## config.mk

```make
export PLATFORM = sky130hd
export DESIGN_NAME = capture_buffer
export DESIGN_NICKNAME = d
export VERILOG_FILES = /design/src/design/capbuf_pkg.sv /design/src/design/capture_ctrl.sv /design/src/design/sample_ram.sv /design/src/design/readout_engine.sv /design/src/design/capture_buffer.sv
export SDC_FILE = /design/constraint.sdc
export NUM_CORES = 1
export LEC_CHECK = 0
export BUFFER_PORTS_ARGS = -buffer_cell sky130_fd_sc_hd__buf_4
export CORE_MARGIN = 1.5
export CORE_UTILIZATION = 50
export CTS_CLUSTER_DIAMETER = 50
export DETAILED_ROUTE_END_ITERATION = 8
export PLACE_DENSITY = 0.66
export SYNTH_ARGS = -nofsm -noshare
export SYNTH_HDL_FRONTEND = slang
export SYNTH_SLANG_ARGS = --single-unit
```

## constraint.sdc

```tcl
create_clock -name ps_clk -period 4.5 [get_ports ps_clk]
set_input_delay 0 -clock ps_clk [delete_from_list [all_inputs] [get_ports ps_clk]]
set_output_delay 0 -clock ps_clk [all_outputs]
set_load 0.01 [all_outputs]
```

## src/design/capbuf_pkg.sv

```systemverilog
// ~~~~~~~~~~~~~~~~~~~~
// capture buffer package
// sizes, read latency and shared types of the sample capture buffer
// ~~~~~~~~~~~~~~~~~~~~
package capbuf_pkg;

  // sample payload width
  localparam int SAMPLE_WIDTH = 16;

  // number of samples the ram holds
  localparam int BUFFER_DEPTH = 64;
  localparam int ADDR_WIDTH = 6;

  // depth count covers 0 up to and including BUFFER_DEPTH
  localparam int DEPTH_WIDTH = 7;

  // ram read address to read data, in cycles
  localparam int READ_LATENCY = 2;

  // readout output queue, one slot per read in flight plus the one on the bus
  localparam int QUEUE_DEPTH = READ_LATENCY + 1;
  localparam int QUEUE_PTR_WIDTH = $clog2(QUEUE_DEPTH);
  localparam int QUEUE_CNT_WIDTH = $clog2(QUEUE_DEPTH + 1);

  typedef logic [SAMPLE_WIDTH-1:0] sample_t;
  typedef logic [ADDR_WIDTH-1:0] addr_t;
  typedef logic [DEPTH_WIDTH-1:0] depth_t;

  // controller states
  // HOLD keeps the capture until a sw reset, readout may run any number of times
  typedef enum logic [2:0] {
    IDLE,
    ARMED,
    SAVING,
    HOLD,
    READOUT
  } capture_state_t;

endpackage

```

## src/design/capture_ctrl.sv

```systemverilog
// ~~~~~~~~~~~~~~~~~~~~
// capture controller
// arms, starts and stops saving, writes the ram and reports the depth
// ~~~~~~~~~~~~~~~~~~~~
module capture_ctrl (
  input  logic                       ps_clk,
  input  logic                       arst_n_i,
  input  logic                       sample_valid_i,
  input  capbuf_pkg::sample_t        sample_data_i,
  input  logic                       arm_i,
  input  logic                       hw_start_i,
  input  logic                       hw_stop_i,
  input  logic                       sw_reset_i,
  input  logic                       readout_start_i,
  input  logic                       readout_done_i,
  output logic                       wr_en_o,
  output capbuf_pkg::addr_t          wr_addr_o,
  output capbuf_pkg::sample_t        wr_data_o,
  output logic                       full_o,
  output logic                       depth_valid_o,
  output capbuf_pkg::depth_t         depth_data_o,
  input  logic                       depth_ready_i,
  output logic                       readout_go_o,
  output logic                       readout_abort_o,
  output capbuf_pkg::depth_t         readout_count_o,
  output capbuf_pkg::capture_state_t state_o
);

  capbuf_pkg::capture_state_t state_q;
  capbuf_pkg::depth_t         count_q;
  logic                       hold_entry_q;
  logic                       depth_valid_q;
  logic                       go_q;
  logic                       last_slot;

  // sample written only while saving, the stop cycle's sample is dropped
  assign wr_en_o = (state_q == capbuf_pkg::SAVING) && sample_valid_i &&
                   !hw_stop_i && !sw_reset_i;
  // count doubles as the next free address, top bit only set when full
  assign wr_addr_o = count_q[capbuf_pkg::ADDR_WIDTH-1:0];
  assign wr_data_o = sample_data_i;

  // this write fills the last free slot
  assign last_slot = wr_en_o && (int'(count_q) == capbuf_pkg::BUFFER_DEPTH - 1);

  assign full_o = ((state_q == capbuf_pkg::HOLD) || (state_q == capbuf_pkg::READOUT)) &&
                  (int'(count_q) == capbuf_pkg::BUFFER_DEPTH);

  // count is frozen in HOLD and READOUT, so it serves as the depth payload
  assign depth_valid_o = depth_valid_q;
  assign depth_data_o  = count_q;

  assign readout_go_o    = go_q;
  assign readout_count_o = count_q;
  // capture reset also cancels any readout in flight
  assign readout_abort_o = sw_reset_i;
  assign state_o         = state_q;

  always_ff @(posedge ps_clk or negedge arst_n_i) begin
    if (!arst_n_i) begin
      state_q       <= capbuf_pkg::IDLE;
      count_q       <= '0;
      hold_entry_q  <= 1'b0;
      depth_valid_q <= 1'b0;
      go_q          <= 1'b0;
    end else if (sw_reset_i) begin
      // works from any state and drops a pending depth word
      state_q       <= capbuf_pkg::IDLE;
      count_q       <= '0;
      hold_entry_q  <= 1'b0;
      depth_valid_q <= 1'b0;
      go_q          <= 1'b0;
    end else begin
      hold_entry_q <= 1'b0;
      go_q         <= 1'b0;
      // depth word held until accepted
      if (depth_valid_q && depth_ready_i) begin
        depth_valid_q <= 1'b0;
      end
      // one cycle after HOLD is entered from SAVING, once per capture
      if (hold_entry_q) begin
        depth_valid_q <= 1'b1;
      end
      case (state_q)
        capbuf_pkg::IDLE: begin
          if (arm_i) begin
            state_q <= capbuf_pkg::ARMED;
            count_q <= '0;
          end
        end
        capbuf_pkg::ARMED: begin
          // start cycle's sample is not saved
          if (hw_start_i) begin
            state_q <= capbuf_pkg::SAVING;
          end
        end
        capbuf_pkg::SAVING: begin
          if (wr_en_o) begin
            count_q <= count_q + 1'b1;
          end
          if (hw_stop_i || last_slot) begin
            state_q      <= capbuf_pkg::HOLD;
            hold_entry_q <= 1'b1;
          end
        end
        capbuf_pkg::HOLD: begin
          // empty capture has nothing to read
          if (readout_start_i && (count_q != '0)) begin
            state_q <= capbuf_pkg::READOUT;
            go_q    <= 1'b1;
          end
        end
        capbuf_pkg::READOUT: begin
          if (readout_done_i) begin
            state_q <= capbuf_pkg::HOLD;
          end
        end
        default: begin
          state_q <= capbuf_pkg::IDLE;
        end
      endcase
    end
  end

endmodule

```

## src/design/sample_ram.sv

```systemverilog
// ~~~~~~~~~~~~~~~~~~~~
// sample ram
// simple dual-port memory, registered read pipeline
// ~~~~~~~~~~~~~~~~~~~~
module sample_ram (
  input  logic                ps_clk,
  input  logic                wr_en_i,
  input  capbuf_pkg::addr_t   wr_addr_i,
  input  capbuf_pkg::sample_t wr_data_i,
  input  capbuf_pkg::addr_t   rd_addr_i,
  output capbuf_pkg::sample_t rd_data_o
);

  capbuf_pkg::sample_t mem [capbuf_pkg::BUFFER_DEPTH];
  // read stages, last one drives the output
  capbuf_pkg::sample_t rd_pipe [capbuf_pkg::READ_LATENCY];

  always_ff @(posedge ps_clk) begin
    if (wr_en_i) begin
      mem[wr_addr_i] <= wr_data_i;
    end
  end

  // read is always enabled, the engine tracks which stages are valid
  always_ff @(posedge ps_clk) begin
    rd_pipe[0] <= mem[rd_addr_i];
    for (int i = 1; i < capbuf_pkg::READ_LATENCY; i++) begin
      rd_pipe[i] <= rd_pipe[i-1];
    end
  end

  assign rd_data_o = rd_pipe[capbuf_pkg::READ_LATENCY-1];

endmodule

```

## src/design/readout_engine.sv

```systemverilog
// ~~~~~~~~~~~~~~~~~~~~
// readout engine
// streams saved samples from the ram with back-pressure and abort
// ~~~~~~~~~~~~~~~~~~~~
module readout_engine (
  input  logic                ps_clk,
  input  logic                arst_n_i,
  input  logic                go_i,
  input  capbuf_pkg::depth_t  count_i,
  input  logic                abort_i,
  input  logic                sw_reset_i,
  output capbuf_pkg::addr_t   rd_addr_o,
  input  capbuf_pkg::sample_t rd_data_i,
  output logic                done_o,
  output logic                rd_valid_o,
  output capbuf_pkg::sample_t rd_data_o,
  output logic                rd_last_o,
  input  logic                rd_ready_i
);

  logic                                  flush;
  capbuf_pkg::depth_t                    issue_cnt_q;
  capbuf_pkg::depth_t                    total_q;
  capbuf_pkg::depth_t                    issue_base;
  capbuf_pkg::depth_t                    issue_limit;
  logic                                  issue_en;
  logic                                  issue_last;
  logic                                  credit_ok;
  int                                    inflight;
  // reads in flight, valid and last tag per stage
  logic [capbuf_pkg::READ_LATENCY-1:0]   vld_pipe_q;
  logic [capbuf_pkg::READ_LATENCY-1:0]   last_pipe_q;
  // output queue
  capbuf_pkg::sample_t                   q_data [capbuf_pkg::QUEUE_DEPTH];
  logic [capbuf_pkg::QUEUE_DEPTH-1:0]    q_last_q;
  logic [capbuf_pkg::QUEUE_PTR_WIDTH-1:0] wr_ptr_q;
  logic [capbuf_pkg::QUEUE_PTR_WIDTH-1:0] rd_ptr_q;
  logic [capbuf_pkg::QUEUE_CNT_WIDTH-1:0] occ_q;
  logic                                  push;
  logic                                  pop;
  logic                                  done_q;

  assign flush = sw_reset_i || abort_i;

  // first read goes out in the go cycle itself
  assign issue_base  = go_i ? '0 : issue_cnt_q;
  assign issue_limit = go_i ? count_i : total_q;
  assign issue_last  = (int'(issue_base) + 1) == int'(issue_limit);

  // credits: queue slots left after this cycle's pop, minus reads on their way
  always_comb begin
    inflight = 0;
    for (int i = 0; i < capbuf_pkg::READ_LATENCY; i++) begin
      inflight = inflight + int'(vld_pipe_q[i]);
    end
    credit_ok = (int'(occ_q) - int'(pop) + inflight) < capbuf_pkg::QUEUE_DEPTH;
  end

  assign issue_en  = (issue_base != issue_limit) && credit_ok && !flush;
  // issue_base stays below 64 whenever a read is issued
  assign rd_addr_o = issue_base[capbuf_pkg::ADDR_WIDTH-1:0];

  assign rd_valid_o = (occ_q != '0);
  assign rd_data_o  = q_data[rd_ptr_q];
  assign rd_last_o  = rd_valid_o && q_last_q[rd_ptr_q];

  // ram data lines up with the oldest valid stage
  assign push = vld_pipe_q[capbuf_pkg::READ_LATENCY-1] && !flush;
  assign pop  = rd_valid_o && rd_ready_i;

  assign done_o = done_q;

  always_ff @(posedge ps_clk or negedge arst_n_i) begin
    if (!arst_n_i) begin
      issue_cnt_q <= '0;
      total_q     <= '0;
      vld_pipe_q  <= '0;
      wr_ptr_q    <= '0;
      rd_ptr_q    <= '0;
      occ_q       <= '0;
      done_q      <= 1'b0;
    end else if (flush) begin
      // drop queued and in-flight data, no last goes out
      issue_cnt_q <= '0;
      total_q     <= '0;
      vld_pipe_q  <= '0;
      wr_ptr_q    <= '0;
      rd_ptr_q    <= '0;
      occ_q       <= '0;
      done_q      <= 1'b1;
    end else begin
      if (go_i) begin
        total_q <= count_i;
      end
      if (go_i || issue_en) begin
        issue_cnt_q <= issue_base + capbuf_pkg::depth_t'(issue_en);
      end
      vld_pipe_q[0] <= issue_en;
      for (int i = 1; i < capbuf_pkg::READ_LATENCY; i++) begin
        vld_pipe_q[i] <= vld_pipe_q[i-1];
      end
      if (push) begin
        wr_ptr_q <= (int'(wr_ptr_q) == capbuf_pkg::QUEUE_DEPTH - 1) ? '0 : wr_ptr_q + 1'b1;
      end
      if (pop) begin
        rd_ptr_q <= (int'(rd_ptr_q) == capbuf_pkg::QUEUE_DEPTH - 1) ? '0 : rd_ptr_q + 1'b1;
      end
      occ_q  <= occ_q + push - pop;
      // transfer complete once the tagged sample leaves
      done_q <= pop && rd_last_o;
    end
  end

  // payload side of the pipe and queue
  always_ff @(posedge ps_clk) begin
    last_pipe_q[0] <= issue_last;
    for (int i = 1; i < capbuf_pkg::READ_LATENCY; i++) begin
      last_pipe_q[i] <= last_pipe_q[i-1];
    end
    if (push) begin
      q_data[wr_ptr_q]   <= rd_data_i;
      q_last_q[wr_ptr_q] <= last_pipe_q[capbuf_pkg::READ_LATENCY-1];
    end
  end

endmodule

```

## src/design/capture_buffer.sv

```systemverilog
// ~~~~~~~~~~~~~~~~~~~~
// capture buffer top
// controller, sample ram and readout engine
// ~~~~~~~~~~~~~~~~~~~~
module capture_buffer (
  input  logic                       ps_clk,
  input  logic                       arst_n_i,
  input  logic                       sample_valid_i,
  input  capbuf_pkg::sample_t        sample_data_i,
  input  logic                       capture_arm_i,
  input  logic                       capture_hw_start_i,
  input  logic                       capture_hw_stop_i,
  input  logic                       capture_sw_reset_i,
  input  logic                       readout_start_i,
  input  logic                       readout_sw_reset_i,
  output logic                       capture_full_o,
  output logic                       depth_valid_o,
  output capbuf_pkg::depth_t         depth_data_o,
  input  logic                       depth_ready_i,
  output logic                       rd_valid_o,
  output capbuf_pkg::sample_t        rd_data_o,
  output logic                       rd_last_o,
  input  logic                       rd_ready_i,
  output capbuf_pkg::capture_state_t state_o
);

  // ram write side
  logic                wr_en;
  capbuf_pkg::addr_t   wr_addr;
  capbuf_pkg::sample_t wr_data;
  // ram read side
  capbuf_pkg::addr_t   rd_addr;
  capbuf_pkg::sample_t rd_data;
  // controller to engine
  logic                readout_go;
  logic                readout_abort;
  logic                readout_done;
  capbuf_pkg::depth_t  readout_count;

  capture_ctrl capture_ctrl_i (
    .ps_clk          (ps_clk),
    .arst_n_i        (arst_n_i),
    .sample_valid_i  (sample_valid_i),
    .sample_data_i   (sample_data_i),
    .arm_i           (capture_arm_i),
    .hw_start_i      (capture_hw_start_i),
    .hw_stop_i       (capture_hw_stop_i),
    .sw_reset_i      (capture_sw_reset_i),
    .readout_start_i (readout_start_i),
    .readout_done_i  (readout_done),
    .wr_en_o         (wr_en),
    .wr_addr_o       (wr_addr),
    .wr_data_o       (wr_data),
    .full_o          (capture_full_o),
    .depth_valid_o   (depth_valid_o),
    .depth_data_o    (depth_data_o),
    .depth_ready_i   (depth_ready_i),
    .readout_go_o    (readout_go),
    .readout_abort_o (readout_abort),
    .readout_count_o (readout_count),
    .state_o         (state_o)
  );

  sample_ram sample_ram_i (
    .ps_clk    (ps_clk),
    .wr_en_i   (wr_en),
    .wr_addr_i (wr_addr),
    .wr_data_i (wr_data),
    .rd_addr_i (rd_addr),
    .rd_data_o (rd_data)
  );

  readout_engine readout_engine_i (
    .ps_clk     (ps_clk),
    .arst_n_i   (arst_n_i),
    .go_i       (readout_go),
    .count_i    (readout_count),
    .abort_i    (readout_abort),
    .sw_reset_i (readout_sw_reset_i),
    .rd_addr_o  (rd_addr),
    .rd_data_i  (rd_data),
    .done_o     (readout_done),
    .rd_valid_o (rd_valid_o),
    .rd_data_o  (rd_data_o),
    .rd_last_o  (rd_last_o),
    .rd_ready_i (rd_ready_i)
  );

endmodule

```

==> results of run 1 <==
-- worst max-delay path, delay by kind of cell, from the launching register on --
family,cells,cell delay (ns)
AOI/OAI and AO/OA,5,0.85
and+or+nand+nor,6,1.19
DFF,1,0.37
adders and majority gates,6,1.47
buffers and inverters,4,0.32
-- worst max-delay path by stage --
stage	cells past startpoint	slack, ns	from	to
global route	21	-0.06	readout_engine_i.occ_q[1]	readout_engine_i.issue_cnt_q[6]
finish	21	0.24	readout_engine_i.occ_q[1]	readout_engine_i.issue_cnt_q[6]
CTS	21	0.12	readout_engine_i.occ_q[1]	readout_engine_i.issue_cnt_q[6]
global placement	21	0.36	readout_engine_i.occ_q[0]	readout_engine_i.issue_cnt_q[6]
detailed placement	21	0.10	readout_engine_i.occ_q[1]	readout_engine_i.issue_cnt_q[6]
floorplan	21	0.43	readout_engine_i.occ_q[1]	readout_engine_i.issue_cnt_q[6]
-- state kept, by name, summed over array words and instances, names as in the netlist --
register	count
capture_ctrl_i.depth_valid_o	1
readout_engine_i.vld_pipe_q	2
readout_engine_i.total_q	7
capture_ctrl_i.state_o	3
capture_ctrl_i.depth_data_o	7
readout_engine_i.q_data	48
readout_engine_i.q_last_q	3
readout_engine_i.issue_cnt_q	7
readout_engine_i.occ_q	2
sample_ram_i.rd_pipe	32
readout_engine_i.wr_ptr_q	2
sample_ram_i.mem	1024
readout_engine_i.rd_ptr_q	2
readout_engine_i.done_o	1
readout_engine_i.last_pipe_q	2
capture_ctrl_i.readout_go_o	1
capture_ctrl_i.hold_entry_q	1
-- cell families after synthesis --
logic type	count (synthesis)	synth area share [%]
AOI/OAI and AO/OA	621	9.12
xor gates and xnor gates	12	0.234
adders and majority gates	18	0.517
buffers and inverters	198	2.01
DFF	1145	75.3
muxes	316	8.63
and+or+nand+nor	416	4.21
-- layout by cell type (no fill, tap or decap), drive strengths merged, types with 15 or more instances in the layout --
master / Yosys / routed
a2111oi: 23 / 23
a211oi: 46 / 46
a21oi: 146 / 146
a221oi: 80 / 80
a22oi: 38 / 38
buf: 95 / 194
clkbuf: 84 / 139
clkinv: 0 / 52
dfrtp: 36 / 36
dfxtp: 34 / 34
dlygate4sd3: 0 / 30
edfxtp: 1075 / 1075
ha: 17 / 17
inv: 19 / 30
mux2: 76 / 76
mux2i: 190 / 190
mux4: 50 / 50
nand2: 170 / 170
nand3: 19 / 19
nor2: 113 / 113
nor2b: 23 / 23
nor3: 15 / 15
o21ai: 137 / 137
o221ai: 19 / 19
o22ai: 57 / 57
-- metal layers --
| metal | track usage (%) | vias up | routed length [um] |
|---|---|---|---|
| met2 | 38.8 | 1352 | 53300 |
| met4 | 9.33 | 0 | 4050 |
| met1 | 35.6 | 13100 | 46900 |
| met5 | 0 | - | 0 |
| met3 | 4.96 | 217 | 10800 |
| li1 | - | 11200 | - |
-- per-stage QoR --
step                      utilization [%]  area [um2]  worst slack (ns)  hold WS, ns  TNS [ns]
final                                57.7       51300             0.244      0.00113         0
after global routing                 57.7       51300           -0.0603       0.0232   -0.0603
after CTS                            57.7       51200             0.117      0.00428         0
after detailed placement             53.1       47200             0.103     -0.00533         0
after global placement               53.1       47200             0.359     -0.00428         0
after floorplan                         -       45000             0.430       -0.296         0
-- power breakdown --
part / internal (W) / switching [W]
combinational: 0.0000575 / 0.000237
sequential: 0.0116 / 0.0000170
clock: 0.00530 / 0.00402
total: 0.0170 / 0.00427
-- final cells by class --
type	instances	area share, %
Antenna cell	1	0.00488
Clock inverter	75	1.26
Timing Repair Buffer	224	3.57
Multi-Input combinational cell	1383	20.1
Sequential cell	1145	66.1
Tap cell	1165	2.84
Clock buffer	139	6.01
Inverter	19	0.139
-- repair_timing --
action | 4_1_cts | 5_1_grt
buffers inserted | 0 | 2
resized for setup | 0 | 8
hold endpoints to repair | 872 | 0
setup endpoints to repair | 0 | 3
hold buffers | 31 | 0
==> results_dict.tcl, run 1 <==
set metrics [dict create \
    status "complete, no violations" \
    drt_iter0_drc 3211 \
    async_flop_share_pct 3.14 \
    cp_slowest_stage_delay_ns 0.46 \
    yosys-top-cells-area "edfxtp_1, mux2i_1, mux4_2, dfrtp_1, mux2_2" \
    rr_startpoint "readout_engine_i.occ_q[1]" \
    path_max_fanout 5 \
    finalHoldViolations 0 \
    leakagePower_nw 16.3 \
    synthToLayoutAreaGrowth_pct 14.0 \
    grt_max_degree 90 \
    ys_seq_area_share_pct 75.3 \
    drive_above_1_share_pct 17.8 \
    r2r_cells 21 \
    finalSetupViolCount 0 \
    avgRoutedWirePerCell_um 27.7 \
    drv_cap 0 \
    cp.arrival_ns 4.88 \
    clock-sinks 1145 \
    synth_common_cells "edfxtp_1, mux2i_1, nand2_1" \
    portBuffers 56 \
    crit_chain "inv_1 -> nand2_1 -> nand2_2 -> inv_1 -> ha_1 -> ha_1 -> inv_1 -> ha_1 -> a21o_1 -> nand2_1 -> ha_1 -> nor4bb_4 -> a41o_1 -> inv_1 -> a31oi_2 -> and2_1 -> ha_2 -> ha_2 -> o211ai_2 -> or4_4 -> a21oi_2" \
    die_h_um 303 \
    synth.top_cell.area_share_pct 71.8 \
    syn_inst 2726 \
    hold_path.class "in -> reg" \
    start_kind "register" \
    yosys_warnings 0 \
    cts_tree "done" \
    holdPathStages 1 \
    nFillCells 6586 \
    slew_headroom_pct 27.6 \
    fin_crit_ns 4.26 \
    grt_antenna_before_repair 1 \
    routabilityCongestion 0.911 \
    rrSetupSlack_ns 0.24 \
    dp_hpwl_mm 68.3 \
    fin_nets 2935 \
    die_w_um 303 \
    syn_area_um2 45000 \
    rows 109 \
    ios 57 \
    ys_seq_elements 1145 \
    viasPerCell 6.24 \
    route.detailed.drc 0 \
    path_class "reg -> reg" \
    stdcell_count 4151 \
    yosysTopAreaCell "edfxtp_1" \
    clockBufferDepth 3 \
    root_buffer "clkbuf_16" \
    grt.total_usage_pct 25.1 \
    clk_transition_reported_paths_ns 0.06 \
    seq_area_um2 33900 \
    yosysMostFrequentCell "edfxtp_1" \
    cts_made_buffers 117 \
    grt_pass1_vias 25300 \
    clock_skew_ns 0.0252 \
    irDropWorstVdd_v 0.000320 \
    htree_levels 3 \
    dpl.cell_count 3903 \
    via_count 25900 \
    multi_input_area_um2 10300 \
    worstHoldStart "sample_data_i[12]" \
    p_total_w 0.0213 \
    drt-total-wl_mm 115 \
    drtAntennaViolNets 0 \
    syn_area_per_cell_um2 16.5 \
    min_period_over_period_pct 94.6 \
    power_density_nw_per_um2 415 \
    final_max_slew_viol_count 0 \
    grt_pass1_wl_mm 167 \
    whs_endpoint "sample_ram_i.mem[20][12]" \
    first_pass_iters 6 \
    dieArea_um2 91800 \
    start_util_pct 50.7 \
    critical-path-slowest-cell "or4_4" \
    worstPathRequired_ns 5.12 \
    worst_slew_pin_slew_ns 1.08 \
    worstReg2RegEnd "readout_engine_i.issue_cnt_q[6]" \
    overflow 0 \
    syn_nets 2771 \
    synthFlopType "edfxtp_1" \
    fmax_mhz 235 \
    ys_types 71 \
    core-area_um2 88800 \
    clkLatencyLatePin_ns 0.71 \
    cp-end-kind "register" \
    synth-edff-count 1075 \
]
No activity file was read; power rests on OpenSTA's default activity.
==> run 2: changes to the inputs <==
- CORE_ASPECT_RATIO: not set -> 1.2
==> results_dict.tcl, run 2 (synthesized netlist as in run 1, its figures left out) <==
set metrics [dict create \
    cp.arrival_ns 4.87 \
    reg_top3 "sample_ram_i.mem: 1024 flops, readout_engine_i.q_data: 48 flops, sample_ram_i.rd_pipe: 32 flops" \
    root_buffer "clkbuf_16" \
    finalHoldViolations 0 \
    start_util_pct 50.4 \
    r2r_cells 21 \
    hold_path.class "in -> reg" \
    dp_hpwl_mm 68.0 \
    routabilityCongestion 0.906 \
    first_pass_iters 6 \
    grt_use_met2_pct 40.6 \
    grt.met3_usage_pct 3.52 \
    layout_common_cells "edfxtp_1, mux2i_1, buf_4, nand2_1, a21oi_1" \
    largest_reg_flops 1024 \
    portBuffers 56 \
    grt_antenna_before_repair 2 \
    top_usage_layer "met2" \
    start_kind "register" \
    rsz0062_at_grt "false" \
    whs_endpoint "capture_ctrl_i.depth_valid_o" \
    final_common_cell "edfxtp_1" \
    leakagePower_nw 16.1 \
    setup_tns_ns 0 \
    clock-sinks 1145 \
    overflow 0 \
    drt-total-wl_mm 115 \
    cp-end-kind "register" \
    met1_usage_pct 33.9 \
    avgRoutedWirePerCell_um 28.0 \
    path_max_fanout 5 \
    route.detailed.drc 0 \
    finalSetupViolCount 0 \
    grt_pass1_vias 25600 \
    clock_skew_ns 0.0247 \
    place_ws_ns 0.185 \
    rrSetupSlack_ns 0.24 \
    synthToLayoutAreaGrowth_pct 13.1 \
    p_total_w 0.0208 \
    rr_startpoint "readout_engine_i.occ_q[0]" \
    worstPathRequired_ns 5.10 \
    htree_levels 3 \
    clkLatencyLatePin_ns 0.69 \
    final_max_slew_viol_count 0 \
    fin_ws_ns 0.237 \
    drt_iter0_drc 3106 \
    slew_headroom_pct 23.6 \
    irDropWorstVdd_v 0.000299 \
    grt_max_degree 145 \
    viasPerCell 6.25 \
    cts_made_buffers 103 \
    fin_nets 2915 \
    worstReg2RegEnd "readout_engine_i.issue_cnt_q[6]" \
    die_h_um 332 \
    die_w_um 277 \
    grt_pass1_wl_mm 169 \
    rows 120 \
    dieArea_um2 91800 \
    ios 57 \
    drive_above_1_share_pct 16.9 \
    worstHoldStart "capture_sw_reset_i" \
    via_count 25700 \
    fin_crit_ns 4.26 \
    drtAntennaViolNets 0 \
    path_class "reg -> reg" \
    holdPathStages 3 \
    worst_slew_pin_slew_ns 1.15 \
    cts_tree "done" \
    core-area_um2 89200 \
    power_density_nw_per_um2 408 \
    status "complete, no violations" \
    fmax_mhz 235 \
    min_period_over_period_pct 94.7 \
    clk_transition_reported_paths_ns 0.06 \
    drv_cap 0 \
    largest_register "sample_ram_i.mem" \
    grt.total_usage_pct 24.9 \
    clockBufferDepth 3 \
]
[run 2: cell types whose count changed in the layout (fill, tap and decap cells not counted), moves of 2 or more]
cell,previous run,this run
clkinv_8,5,1
ha_1,15,17
dlygate4sd3_1,30,32
ha_2,2,0
inv_6,7,4
clkinv_1,26,17
inv_4,2,0
buf_4,188,179
bufinv_16,7,11
clkinvlp_4,5,3
diode_2,1,3
clkbuf_16,118,105
clkbuf_1,16,18
[run 2: power by group]
| group | internal [W] | switching [W] | total (W) | leakage [nW] |
|---|---|---|---|---|
| logic | 0.0000594 | 0.000237 | 0.000296 | 3.98 |
| clock network | 0.00500 | 0.00383 | 0.00883 | 1.66 |
| registers | 0.0116 | 0.0000173 | 0.0117 | 10.4 |
| total | 0.0167 | 0.00408 | 0.0208 | 16.1 |
[run 2: worst max-delay path: stages, from the launching register on]
cell,delay (ns)
dfrtp_1,0.37
inv_1,0.10
nand2_1,0.09
nand2_2,0.11
inv_1,0.07
ha_1,0.18
ha_1,0.30
inv_1,0.07
ha_1,0.28
a21o_1,0.15
nand2_1,0.09
ha_1,0.29
nor4bb_2,0.27
a41o_1,0.27
inv_1,0.07
a31oi_1,0.19
and2_1,0.17
ha_1,0.20
ha_1,0.19
o211ai_2,0.13
or4_1,0.44
a21oi_1,0.15
[run 2: timing repair]
item / 4_1_cts / 5_1_grt
hold buffers: 33 / 0
gates resized for setup: 0 / 3
hold endpoints to repair: 806 / 0
setup endpoints to repair: 0 / 2
buffers inserted: 0 / 2
[run 2: cell type report]
| type | count | area [um2] |
|---|---|---|
| tap | 1159 | 1450 |
| timing repair buffer | 218 | 1800 |
| clock buffer | 128 | 2760 |
| antenna | 3 | 7.51 |
| clock inverter | 59 | 634 |
| sequential | 1145 | 33900 |
| fill | 6739 | 38300 |
| multi-input combinational | 1383 | 10300 |
| inverter | 19 | 71.3 |
[run 2: routing by layer]
| layer | wire length [um] | share of wire, % | vias to the layer above |
|---|---|---|---|
| met5 | 49 | 0.043 | - |
| met4 | 4340 | 3.8 | 2 |
| met3 | 8690 | 7.5 | 213 |
| met2 | 56000 | 49 | 1177 |
| met1 | 46000 | 40 | 13200 |
| li1 | - | - | 11100 |
[run 2: through the flow]
stage	std cells	hold WS (ns)	instance area [um2]	utilization, %
after floorplan	2726	-0.296	45000	-
final	4114	0.117	50900	57.1
after global placement	3889	-0.0137	47100	52.8
after CTS	4109	0.0850	50900	57.0
after global routing	4111	0.135	50900	57.1
after detailed placement	3889	-0.00835	47100	52.8
[run 2: how the worst max path moves through the flow]
stage | startpoint | end | slack [ns] | cells after the start
finish | readout_engine_i.occ_q[0] | readout_engine_i.issue_cnt_q[6] | 0.24 | 21
detailed placement | readout_engine_i.occ_q[0] | readout_engine_i.issue_cnt_q[6] | 0.19 | 21
floorplan | readout_engine_i.occ_q[1] | readout_engine_i.issue_cnt_q[6] | 0.43 | 21
CTS | readout_engine_i.occ_q[0] | readout_engine_i.issue_cnt_q[6] | 0.16 | 21
global placement | readout_engine_i.occ_q[1] | readout_engine_i.issue_cnt_q[6] | 0.38 | 21
global route | readout_engine_i.occ_q[1] | readout_engine_i.issue_cnt_q[6] | 0.003 | 21
